$ cat src/frb_pkg.sv
`default_nettype none

package frb_pkg;

    // bus and period widths
    localparam int DATA_W = 32;
    localparam int STRB_W = DATA_W / 8;

    // DAC codes, PULSE_LEVEL sits near +1 V on the converter
    localparam logic [15:0] PULSE_LEVEL = 16'h5FFF;
    localparam logic [15:0] IDLE_LEVEL  = 16'h0000;

    // write response codes
    typedef enum logic [1:0] {
        OKAY   = 2'b00,
        SLVERR = 2'b10
    } axi_resp_e;

    // write slave states
    typedef enum logic [1:0] {
        WR_IDLE,
        WR_REQ,
        WR_WAIT_ACK_LOW,
        WR_RESP
    } wr_state_e;

    // sequencer states
    typedef enum logic [1:0] {
        SEQ_IDLE,
        SEQ_LOAD,
        SEQ_COUNT,
        SEQ_DONE
    } seq_state_e;

endpackage

`default_nettype wire

$ cat src/frb_wr_if.sv
`default_nettype none

interface frb_wr_if #(
    parameter int MEM_DEPTH = 16
);

    localparam int IDX_W = $clog2(MEM_DEPTH);

    // four-phase handshake
    logic req;
    logic ack;

    // word index into the period table
    logic [IDX_W-1:0]           addr;
    logic [frb_pkg::DATA_W-1:0] data;
    logic [frb_pkg::STRB_W-1:0] strb;

    modport source (
        output req,
        output addr,
        output data,
        output strb,
        input  ack
    );

    modport sink (
        input  req,
        input  addr,
        input  data,
        input  strb,
        output ack
    );

endinterface

`default_nettype wire

$ cat src/axil_wr_slave.sv
`default_nettype none

module axil_wr_slave #(
    parameter int MEM_DEPTH = 16,
    parameter int ADDR_W    = $clog2(MEM_DEPTH) + 3
) (
    input  logic                       S_AXI_ACLK,
    input  logic                       S_AXI_ARESETn,
    // write address channel
    input  logic [ADDR_W-1:0]          S_AXI_AWADDR,
    input  logic                       S_AXI_AWVALID,
    output logic                       S_AXI_AWREADY,
    // write data channel
    input  logic [frb_pkg::DATA_W-1:0] S_AXI_WDATA,
    input  logic [frb_pkg::STRB_W-1:0] S_AXI_WSTRB,
    input  logic                       S_AXI_WVALID,
    output logic                       S_AXI_WREADY,
    // write response channel
    output logic [1:0]                 S_AXI_BRESP,
    output logic                       S_AXI_BVALID,
    input  logic                       S_AXI_BREADY,
    // table write towards the memory
    frb_wr_if.source                   wr
);

    localparam int IDX_W  = $clog2(MEM_DEPTH);
    // word index width, one bit wider than the table needs
    localparam int WIDX_W = ADDR_W - 2;

    frb_pkg::wr_state_e state_q;
    frb_pkg::axi_resp_e resp_q;

    logic [IDX_W-1:0]           addr_q;
    logic [frb_pkg::DATA_W-1:0] data_q;
    logic [frb_pkg::STRB_W-1:0] strb_q;

    logic [WIDX_W-1:0] aw_idx;
    logic              in_range;
    logic              accept;

    // byte address to word index
    assign aw_idx   = S_AXI_AWADDR[ADDR_W-1:2];
    assign in_range = (aw_idx < WIDX_W'(MEM_DEPTH));

    // address and data only taken together
    assign accept = (state_q == frb_pkg::WR_IDLE) && S_AXI_AWVALID && S_AXI_WVALID;

    always_ff @(posedge S_AXI_ACLK) begin
        if (!S_AXI_ARESETn) begin
            state_q <= frb_pkg::WR_IDLE;
            resp_q  <= frb_pkg::OKAY;
        end else begin
            case (state_q)
                frb_pkg::WR_IDLE: begin
                    if (accept) begin
                        if (in_range) begin
                            resp_q  <= frb_pkg::OKAY;
                            state_q <= frb_pkg::WR_REQ;
                        end else begin
                            // out of range, answer without touching the table
                            resp_q  <= frb_pkg::SLVERR;
                            state_q <= frb_pkg::WR_RESP;
                        end
                    end
                end
                frb_pkg::WR_REQ: begin
                    if (wr.ack) begin
                        state_q <= frb_pkg::WR_WAIT_ACK_LOW;
                    end
                end
                frb_pkg::WR_WAIT_ACK_LOW: begin
                    if (!wr.ack) begin
                        state_q <= frb_pkg::WR_RESP;
                    end
                end
                frb_pkg::WR_RESP: begin
                    // hold BVALID until the master takes it
                    if (S_AXI_BREADY) begin
                        state_q <= frb_pkg::WR_IDLE;
                    end
                end
                default: begin
                    state_q <= frb_pkg::WR_IDLE;
                end
            endcase
        end
    end

    // latched write payload
    always_ff @(posedge S_AXI_ACLK) begin
        if (accept) begin
            addr_q <= aw_idx[IDX_W-1:0];
            data_q <= S_AXI_WDATA;
            strb_q <= S_AXI_WSTRB;
        end
    end

    assign S_AXI_AWREADY = (state_q == frb_pkg::WR_IDLE);
    assign S_AXI_WREADY  = (state_q == frb_pkg::WR_IDLE);
    assign S_AXI_BVALID  = (state_q == frb_pkg::WR_RESP);
    assign S_AXI_BRESP   = resp_q;

    assign wr.req  = (state_q == frb_pkg::WR_REQ);
    assign wr.addr = addr_q;
    assign wr.data = data_q;
    assign wr.strb = strb_q;

    // the memory only acknowledges a live request
    a_ack_needs_req : assert property (
        @(posedge S_AXI_ACLK) disable iff (!S_AXI_ARESETn)
        $rose(wr.ack) |-> $past(wr.req)
    );

endmodule

`default_nettype wire

$ cat src/burst_sequencer.sv
`default_nettype none

module burst_sequencer #(
    parameter int MEM_DEPTH = 16
) (
    input  logic                         S_AXI_ACLK,
    input  logic                         S_AXI_ARESETn,
    input  logic                         en_frb,
    input  logic                         rst_frb,
    input  logic [frb_pkg::DATA_W-1:0]   rd_data,
    output logic [$clog2(MEM_DEPTH)-1:0] rd_addr,
    output logic                         fire,
    output logic                         frb_done
);

    localparam int               IDX_W    = $clog2(MEM_DEPTH);
    localparam logic [IDX_W-1:0] LAST_IDX = IDX_W'(MEM_DEPTH - 1);

    frb_pkg::seq_state_e state_q;

    logic [IDX_W-1:0]           entry_q;
    logic [frb_pkg::DATA_W-1:0] period_q;
    logic [frb_pkg::DATA_W-1:0] count_q;
    logic                       load_period;

    // end of the current period
    assign fire = (state_q == frb_pkg::SEQ_COUNT) && en_frb && (count_q == period_q);

    // rd_data already holds the next entry when the period ends
    assign load_period = ((state_q == frb_pkg::SEQ_LOAD) && en_frb)
                       || (fire && (entry_q != LAST_IDX));

    assign frb_done = (state_q == frb_pkg::SEQ_DONE);

    always_ff @(posedge S_AXI_ACLK) begin
        if (!S_AXI_ARESETn || rst_frb) begin
            state_q <= frb_pkg::SEQ_IDLE;
            entry_q <= '0;
            rd_addr <= '0;
            count_q <= '0;
        end else begin
            case (state_q)
                frb_pkg::SEQ_IDLE: begin
                    // rd_addr sits at entry 0 here
                    if (en_frb) begin
                        state_q <= frb_pkg::SEQ_LOAD;
                    end
                end
                frb_pkg::SEQ_LOAD: begin
                    if (en_frb) begin
                        // prefetch entry 1 while entry 0 is counted
                        rd_addr <= rd_addr + 1'b1;
                        count_q <= '0;
                        state_q <= frb_pkg::SEQ_COUNT;
                    end
                end
                frb_pkg::SEQ_COUNT: begin
                    if (fire) begin
                        count_q <= '0;
                        if (entry_q == LAST_IDX) begin
                            state_q <= frb_pkg::SEQ_DONE;
                        end else begin
                            entry_q <= entry_q + 1'b1;
                            rd_addr <= rd_addr + 1'b1;
                        end
                    end else if (en_frb) begin
                        count_q <= count_q + 1'b1;
                    end
                end
                frb_pkg::SEQ_DONE: begin
                    // wait here for rst_frb
                    state_q <= frb_pkg::SEQ_DONE;
                end
                default: begin
                    state_q <= frb_pkg::SEQ_IDLE;
                end
            endcase
        end
    end

    always_ff @(posedge S_AXI_ACLK) begin
        if (load_period) begin
            period_q <= rd_data;
        end
    end

endmodule

`default_nettype wire

$ cat src/frb_trigger_top.sv
`default_nettype none

module frb_trigger_top #(
    parameter int MEM_DEPTH = 16,
    parameter int ADDR_W    = $clog2(MEM_DEPTH) + 3
) (
    input  logic                       S_AXI_ACLK,
    input  logic                       S_AXI_ARESETn,
    // write address channel
    input  logic [ADDR_W-1:0]          S_AXI_AWADDR,
    input  logic [2:0]                 S_AXI_AWPROT,
    input  logic                       S_AXI_AWVALID,
    output logic                       S_AXI_AWREADY,
    // write data channel
    input  logic [frb_pkg::DATA_W-1:0] S_AXI_WDATA,
    input  logic [frb_pkg::STRB_W-1:0] S_AXI_WSTRB,
    input  logic                       S_AXI_WVALID,
    output logic                       S_AXI_WREADY,
    // write response channel
    output logic [1:0]                 S_AXI_BRESP,
    output logic                       S_AXI_BVALID,
    input  logic                       S_AXI_BREADY,
    // trigger control
    input  logic [frb_pkg::DATA_W-1:0] pulse_width,
    input  logic                       en_frb,
    input  logic                       rst_frb,
    output logic [15:0]                dac_out,
    output logic                       frb_done
);

    localparam int IDX_W = $clog2(MEM_DEPTH);

    logic [IDX_W-1:0]           rd_addr;
    logic [frb_pkg::DATA_W-1:0] rd_data;
    logic                       fire;

    // AWPROT is not decoded
    frb_wr_if #(.MEM_DEPTH(MEM_DEPTH)) wr_bus ();

    axil_wr_slave #(
        .MEM_DEPTH (MEM_DEPTH),
        .ADDR_W    (ADDR_W)
    ) i_axil_wr_slave (
        .S_AXI_ACLK    (S_AXI_ACLK),
        .S_AXI_ARESETn (S_AXI_ARESETn),
        .S_AXI_AWADDR  (S_AXI_AWADDR),
        .S_AXI_AWVALID (S_AXI_AWVALID),
        .S_AXI_AWREADY (S_AXI_AWREADY),
        .S_AXI_WDATA   (S_AXI_WDATA),
        .S_AXI_WSTRB   (S_AXI_WSTRB),
        .S_AXI_WVALID  (S_AXI_WVALID),
        .S_AXI_WREADY  (S_AXI_WREADY),
        .S_AXI_BRESP   (S_AXI_BRESP),
        .S_AXI_BVALID  (S_AXI_BVALID),
        .S_AXI_BREADY  (S_AXI_BREADY),
        .wr            (wr_bus.source)
    );

    period_mem #(
        .MEM_DEPTH (MEM_DEPTH)
    ) i_period_mem (
        .S_AXI_ACLK    (S_AXI_ACLK),
        .S_AXI_ARESETn (S_AXI_ARESETn),
        .rd_addr       (rd_addr),
        .rd_data       (rd_data),
        .wr            (wr_bus.sink)
    );

    burst_sequencer #(
        .MEM_DEPTH (MEM_DEPTH)
    ) i_burst_sequencer (
        .S_AXI_ACLK    (S_AXI_ACLK),
        .S_AXI_ARESETn (S_AXI_ARESETn),
        .en_frb        (en_frb),
        .rst_frb       (rst_frb),
        .rd_data       (rd_data),
        .rd_addr       (rd_addr),
        .fire          (fire),
        .frb_done      (frb_done)
    );

    pulse_shaper i_pulse_shaper (
        .S_AXI_ACLK    (S_AXI_ACLK),
        .S_AXI_ARESETn (S_AXI_ARESETn),
        .rst_frb       (rst_frb),
        .fire          (fire),
        .pulse_width   (pulse_width),
        .dac_out       (dac_out)
    );

endmodule

`default_nettype wire

$ cat src/period_mem.sv
`default_nettype none

module period_mem #(
    parameter int MEM_DEPTH = 16
) (
    input  logic                         S_AXI_ACLK,
    input  logic                         S_AXI_ARESETn,
    // sequencer read port
    input  logic [$clog2(MEM_DEPTH)-1:0] rd_addr,
    output logic [frb_pkg::DATA_W-1:0]   rd_data,
    // table write from the slave
    frb_wr_if.sink                       wr
);

    logic [frb_pkg::DATA_W-1:0] mem [MEM_DEPTH];
    logic                       ack_q;
    logic                       wr_en;

    // first cycle of a request only
    assign wr_en = wr.req && !ack_q;

    // ack trails req by one cycle in both directions
    always_ff @(posedge S_AXI_ACLK) begin
        if (!S_AXI_ARESETn) begin
            ack_q <= 1'b0;
        end else begin
            ack_q <= wr.req;
        end
    end

    assign wr.ack = ack_q;

    // byte lanes written per strobe bit
    always_ff @(posedge S_AXI_ACLK) begin
        if (wr_en) begin
            for (int b = 0; b < frb_pkg::STRB_W; b++) begin
                if (wr.strb[b]) begin
                    mem[wr.addr][8*b +: 8] <= wr.data[8*b +: 8];
                end
            end
        end
    end

    // registered read, one cycle latency
    always_ff @(posedge S_AXI_ACLK) begin
        rd_data <= mem[rd_addr];
    end

    // the slave holds req until ack is up
    a_req_held_until_ack : assert property (
        @(posedge S_AXI_ACLK) disable iff (!S_AXI_ARESETn)
        $fell(wr.req) |-> $past(wr.ack)
    );

endmodule

`default_nettype wire

$ cat src/pulse_shaper.sv
`default_nettype none

module pulse_shaper (
    input  logic                       S_AXI_ACLK,
    input  logic                       S_AXI_ARESETn,
    input  logic                       rst_frb,
    input  logic                       fire,
    input  logic [frb_pkg::DATA_W-1:0] pulse_width,
    output logic [15:0]                dac_out
);

    logic                       active_q;
    logic [frb_pkg::DATA_W-1:0] width_cnt_q;

    always_ff @(posedge S_AXI_ACLK) begin
        if (!S_AXI_ARESETn || rst_frb) begin
            active_q    <= 1'b0;
            width_cnt_q <= '0;
        end else if (fire) begin
            // a new event restarts the width even mid-pulse
            active_q    <= 1'b1;
            width_cnt_q <= '0;
        end else if (active_q) begin
            if (width_cnt_q == pulse_width) begin
                active_q    <= 1'b0;
                width_cnt_q <= '0;
            end else begin
                width_cnt_q <= width_cnt_q + 1'b1;
            end
        end
    end

    // high for pulse_width+1 cycles
    assign dac_out = active_q ? frb_pkg::PULSE_LEVEL : frb_pkg::IDLE_LEVEL;

endmodule

`default_nettype wire

$ cat config.mk
export PLATFORM = sky130hd
export DESIGN_NAME = frb_trigger_top
export DESIGN_NICKNAME = d
export VERILOG_FILES = /design/src/frb_pkg.sv /design/src/frb_wr_if.sv /design/src/axil_wr_slave.sv /design/src/burst_sequencer.sv /design/src/frb_trigger_top.sv /design/src/period_mem.sv /design/src/pulse_shaper.sv
export SDC_FILE = /design/constraint.sdc
export NUM_CORES = 1
export LEC_CHECK = 0
export BUFFER_PORTS_ARGS = -buffer_cell sky130_fd_sc_hd__buf_4
export CAP_MARGIN = 40
export CELL_PAD_IN_SITES_DETAIL_PLACEMENT = 1
export CELL_PAD_IN_SITES_GLOBAL_PLACEMENT = 2
export CORE_MARGIN = 2
export CORE_UTILIZATION = 43
export DETAILED_ROUTE_END_ITERATION = 6
export GPL_TIMING_DRIVEN = 1
export PLACE_DENSITY = 0.84
export SLEW_MARGIN = 20
export SYNTH_ARGS = -nofsm -noshare
export SYNTH_HDL_FRONTEND = slang
export SYNTH_SLANG_ARGS = --single-unit
$ cat constraint.sdc
create_clock -name S_AXI_ACLK -period 2.4 [get_ports S_AXI_ACLK]
set_input_delay 0.24 -clock S_AXI_ACLK [delete_from_list [all_inputs] [get_ports S_AXI_ACLK]]
set_output_delay 0.24 -clock S_AXI_ACLK [all_outputs]
set_load 0.05 [all_outputs]
==> run metrics, run 1 <==
Overflow after GRT 0; Synth cell types 56; Routed Antenna Nets 0; Crit Path Category register to register; max-slew violations 0; share of the yosys chip area belonging to registers 73.3%; Starting Density 43.6%; RD Place Congestion 0.801; outcome complete, no violations; RSZ-0062 raised after global routing no; ys async rst share 0%; Avg WL per Cell 23.4 um; share of layout cells above drive strength 1 28.5%; hold depth 5; Core Rows 91; CTS tree yes; Root Driver clkbuf_16; number of port buffers 98; core area 61,800 um2; vias in the first global route 15,300; arrival time at the worst endpoint 2.79 ns; DRC Markers 0; Achievable Freq 432 MHz; Yosys top cell area share 65.0%; pin count of the biggest net entering global routing 58; Mapped Area 27,000 um2; Primary FF master, synth edfxtp_1; Setup Skew 0.0242 ns; overall routed net length 61.0 mm; full die area 64,700 um2; Tot GR Track Use 19.5%; Layout area overhead 19.7%; CP Data Required Time 2.88 ns; Die Y 254 um; setup TNS 0 ns; pre-CTS WS 0.0369 ns; WP buf/inv 2; delay-heaviest family, CP simple AND/OR/NAND/NOR gates; Cell Chain, Critical Path xor2_1, nor4_1, nand3_1, nor3_2, buf_4, o21a_1, buf_12, nor2_1; Fin. Hold Viols 0; Ys Warns 0; worst ir drop on vdd 0.542 mV; initial antenna violation count 2; Via-to-Cell Ratio 5.34; initial DRC count 1,061; largest area contributor in the netlist edfxtp_1; io pins 107; Max FO, Critical Path 23; Clock Path Buffers 3; Hold Path End i_burst_sequencer.state_q[0]; Synth Register Bits 695; Chip Width 254 um; worst r2r src i_burst_sequencer.period_q[15]; worst hold slack 0.123 ns; # clock sinks 695; clock latency at the later pin of the worst-skew pair 0.61 ns; CP endpoint kind register; Core Util, Final 52.2%; critical register-to-register path endpoint i_burst_sequencer.count_q[31]; clock slew at reported path FFs 0.06 ns; final setup fails 0; Worst Setup SP i_burst_sequencer.period_q[15]; CTS Buf Count 74; reg2reg path depth 8; min Tclk post-route 2.31 ns; first drt pass iteration count 5; htree depth 3; Mean Syn Cell Area 18.5 um2; n_diodes 0; overall power 26.3 mW; R2R Setup Slk 0.09 ns; top cells by area, synth edfxtp_1 (65%), mux4_2 (13%), dfxtp_1 (8.2%), xor2_1 (2.1%), nor2_1 (2.1%); CP max-delay cell edfxtp_1; first-pass GRT wire length 93.5 mm; total setup buffers inserted after CTS 0; Mapped Cells 1,456; Slew @ Worst Pin 0.614 ns; Post-synth EDFFs 584; Hold Crit Class input port to register; fillcell total 5,657; crit start category register; Final WS setup 0.0853 ns; Final period util 96.4%; via count 13,900; Hold Crit Start rst_frb; Max-Cap Viols 0; Slew headroom 59.0%; Final #Nets 1,801; power per cell area 816 nW/um2; leading cell type in the layout, fill and taps excluded edfxtp_1; most frequent cells in the layout edfxtp_1 (584), buf_4 (186), mux4_2 (160), nor2_1 (148), dfxtp_1 (106); Critical Path Max Stage Delay 0.41 ns; total leakage power 10.5 nW; HPWL Detailed 40.1 mm
-- tightest hold or removal path, cell delays in order --
cell	delay [ns]
buf_4	0.09
nor2b_1	0.05
buf_4	0.18
o21ai_0	0.08
a21oi_1	0.04
-- cells in the mapped netlist, drive strengths merged (4+ instances only) --
| library cell | instances |
|---|---|
| nand4 | 31 |
| dfxtp | 111 |
| nor2b | 9 |
| inv | 13 |
| clkbuf | 30 |
| nor2 | 152 |
| o21ai | 4 |
| nor3 | 13 |
| mux4 | 160 |
| nand2 | 56 |
| mux2i | 4 |
| edfxtp | 584 |
| a21oi | 9 |
| nand3 | 27 |
| nor4 | 22 |
| ha | 9 |
| and3 | 10 |
| xor2 | 66 |
| buf | 44 |
| xnor2 | 54 |
| o31ai | 4 |
| and2 | 4 |
-- routing by layer --
layer | routed length, um | track usage [%] | vias up
met3 | 3440 | 3.89 | 135
li1 | - | - | 6187
met4 | 1840 | 6.82 | 4
met2 | 32000 | 34.1 | 364
met5 | 36 | 0 | -
met1 | 23600 | 24.2 | 7204
-- metrics by stage --
| step | area [um2] | cells |
|---|---|---|
| final | 32300 | 2603 |
| after global routing | 32300 | 2603 |
| after CTS | 32300 | 2603 |
| after detailed placement | 29400 | 2424 |
| after global placement | 29400 | 2424 |
| after floorplan | 27000 | 1458 |
-- how the worst max path moves through the flow --
stage                                                end  slack (ns)  depth (start not counted)
after floorplan            i_burst_sequencer.period_q[0]        0.02                          5
after global placement    i_burst_sequencer.period_q[31]       0.003                          7
after detailed placement  i_burst_sequencer.period_q[25]        0.04                          7
after CTS                 i_burst_sequencer.period_q[19]        0.07                          7
after global routing       i_burst_sequencer.count_q[31]        0.02                          8
final                      i_burst_sequencer.count_q[31]        0.09                          8
-- state kept, by name, summed over array words and instances (netlist names) --
signal	count
i_period_mem.mem	512
i_axil_wr_slave.wr.data	32
i_burst_sequencer.count_q	32
i_burst_sequencer.period_q	32
i_period_mem.rd_data	32
i_pulse_shaper.width_cnt_q	32
i_axil_wr_slave.wr.addr	4
i_axil_wr_slave.wr.strb	4
i_burst_sequencer.entry_q	4
i_burst_sequencer.rd_addr	4
i_axil_wr_slave.state_q	2
i_burst_sequencer.state_q	2
i_axil_wr_slave.S_AXI_BRESP	1
i_period_mem.wr.ack	1
i_pulse_shaper.active_q	1
-- logic make-up (layout without fill, tap and decap cells) --
logic type      count (synthesis)  after routing  share of synthesized area [%]
compound gates                 36             36                          0.928
fa+ha+maj                       9              9                          0.417
buf+inv                        87            395                           1.62
other cells                     1              3                         0.0139
simple gates                  343            343                           6.32
flops                         695            695                           73.3
xor+xnor                      120            120                           3.90
mux                           165            165                           13.5
-- layout make-up --
type / instances / area (um2) / area share, %
Sequential cell: 695 / 19800 / 61.2
Clock buffer: 104 / 2080 / 6.43
Inverter: 13 / 48.8 / 0.151
Clock inverter: 31 / 368 / 1.14
Multi-Input combinational cell: 676 / 6790 / 21.0
Tap cell: 837 / 1050 / 3.24
Timing Repair Buffer: 247 / 2180 / 6.74
-- where the power goes --
| part | leakage [nW] | internal (mW) | total [mW] | switching [mW] |
|---|---|---|---|---|
| Clock | 1.19 | 6.73 | 11.4 | 4.63 |
| Combinational | 3.12 | 0.468 | 1.11 | 0.645 |
| Sequential | 6.17 | 13.5 | 13.9 | 0.345 |
-- repair_timing --
item                                    in CTS  in global routing
hold buffers                                44                  0
hold endpoints to repair                    45                  0
endpoints found under the setup margin       2                 25
gates resized for setup                      1                  1
(Power assumes the default switching activity.)
==> run 2: changes to the inputs <==
BUFFER_PORTS_ARGS = -buffer_cell sky130_fd_sc_hd__clkbuf_2   (was -buffer_cell sky130_fd_sc_hd__buf_4)
==> run metrics, run 2 (same netlist as run 1, synthesis figures left out) <==
most frequent cells in the layout edfxtp_1 (584), mux4_2 (160), nor2_1 (148), dfxtp_1 (107), clkbuf_2 (98); Final #Nets 1,808 (+0.39%); Slew @ Worst Pin 0.641 ns (+0.0263 ns); Crit Path Category register to register; Reg with most FFs i_period_mem.mem; Layout area overhead 18.9%; Clock Path Buffers 3 (unchanged); io pins 107 (unchanged); number of port buffers 98 (unchanged); vias in the first global route 15,200 (-0.19%); Setup Skew 0.0281 ns (+0.00385 ns); Cell Chain, Critical Path xor2_1, nor4_1, buf_4, nand4_1, nor4_4, or2_2, buf_12; pin count of the biggest net entering global routing 57 (-1.7%); hold depth 3 (-2); setup TNS 0 ns (unchanged); Overflow after GRT 0 (unchanged); Chip Width 254 um (unchanged); Max FO, Critical Path 33 (+43%); Tot GR Track Use 20.0% (+0.50 points); crit start category register; htree depth 3 (unchanged); CTS tree yes; via count 14,000 (+0.89%); initial antenna violation count 0 (-2); Final period util 95.2% (-1.3 points); RSZ-0062 raised after global routing no; overall routed net length 62.6 mm (+2.7%); first-pass GRT wire length 95.0 mm (+1.7%); outcome complete, no violations; Starting Density 43.6% (unchanged); Routed Antenna Nets 0 (unchanged); Core Util, Final 51.9% (-0.32 points); Achievable Freq 438 MHz (+1.3%); power per cell area 816 nW/um2 (about the same); CP endpoint kind register; number of flip-flops in the largest register 512 (unchanged); CTS Buf Count 73 (-1.4%); fillcell total 5,764 (+1.9%); first drt pass iteration count 5 (unchanged); Avg WL per Cell 24.0 um (+2.5%); core area 61,800 um2 (unchanged); Hold Crit Class input port to register; CP Data Required Time 2.69 ns (-0.19 ns); HPWL Detailed 40.0 mm (-0.31%); Core Rows 91 (unchanged); DRC Markers 0 (unchanged); arrival time at the worst endpoint 2.57 ns (-0.22 ns); Critical Path Max Stage Delay 0.41 ns (about the same); Slew headroom 57.3% (-1.8 points); RD Place Congestion 0.811 (+1.2%); reg2reg path depth 7 (-1); clock slew at reported path FFs 0.06 ns (about the same); # clock sinks 695 (unchanged); Max-Cap Viols 0 (unchanged); full die area 64,700 um2 (unchanged); Die Y 254 um (unchanged); final setup fails 0 (unchanged); Via-to-Cell Ratio 5.38 (+0.70%); CP max-delay cell edfxtp_1; share of layout cells above drive strength 1 28.4% (-0.080 points); n_diodes 0 (unchanged); leading cell type in the layout, fill and taps excluded edfxtp_1; min Tclk post-route 2.28 ns (-0.0305 ns); initial DRC count 1,098 (+3.5%); Fin. Hold Viols 0 (unchanged); max-slew violations 0 (unchanged); Root Driver clkbuf_16; worst ir drop on vdd 0.696 mV (+28%); total leakage power 10.4 nW (-0.37%); clock latency at the later pin of the worst-skew pair 0.62 ns (about the same)
==> run 2: worst max-delay path, delay by kind of cell, from the launching register on <==
family,cells,cell delay (ns)
XOR/XNOR,1,0.17
flip-flops,1,0.41
buffers and inverters,2,0.37
AND/OR/NAND/NOR,4,0.98
==> run 2: repair_timing <==
item                                    4_1_cts  5_1_grt
endpoints found under the hold margin        43        0
gates resized for setup                       0        2
hold buffers                                 43        0
endpoints found under the setup margin        0       56
setup buffers                                 0        0
==> run 2: final timing paths <==
kind | start | endpoint | slack [ns]
setup / recovery | i_burst_sequencer.period_q[0] | i_burst_sequencer.period_q[25] | 0.12
hold / removal | en_frb | i_burst_sequencer.state_q[1] | 0.06
setup reg to reg | i_burst_sequencer.period_q[0] | i_burst_sequencer.period_q[25] | 0.12
hold reg to reg | i_period_mem.rd_data[26] | i_burst_sequencer.period_q[26] | 0.41
==> run 2: power breakdown <==
group | total (mW) | switching [mW] | leakage [nW] | internal (mW)
Sequential | 13.9 | 0.340 | 6.17 | 13.5
Combinational | 1.06 | 0.644 | 3.10 | 0.417
Clock | 11.2 | 4.60 | 1.16 | 6.65
==> run 2: per-stage QoR <==
| step | power [mW] | hold slack, ns | instance area [um2] | instances | worst slack, ns |
|---|---|---|---|---|---|
| 2_1_floorplan | 14.5 | 0.339 | 27000 | 1458 | 0.0216 |
| 3_3_place_gp | 15.0 | 0.389 | 29200 | 2433 | 0.182 |
| 3_5_place_dp | 15.1 | 0.390 | 29200 | 2433 | 0.165 |
| 4_1_cts | 26.4 | 0.0237 | 32100 | 2608 | 0.0140 |
| 5_1_grt | 27.0 | 0.0881 | 32100 | 2608 | 0.0402 |
| 6_report | 26.2 | 0.0608 | 32100 | 2608 | 0.116 |
==> run 2: metal layers <==
metal  part of all wire, %  track usage, %
met5                     0               0
met4                   2.8            6.66
met3                   5.5            3.64
met2                    52            34.4
met1                    40            25.7
==> run 2: layout make-up <==
| type | count | area, um2 | share of cell area [%] |
|---|---|---|---|
| Clock buffer | 102 | 2010 | 6.26 |
| Clock inverter | 30 | 382 | 1.19 |
| Inverter | 13 | 48.8 | 0.152 |
| Multi-Input combinational cell | 676 | 6800 | 21.2 |
| Sequential cell | 695 | 19800 | 61.6 |
| Tap cell | 837 | 1050 | 3.26 |
| Timing Repair Buffer | 255 | 2030 | 6.32 |
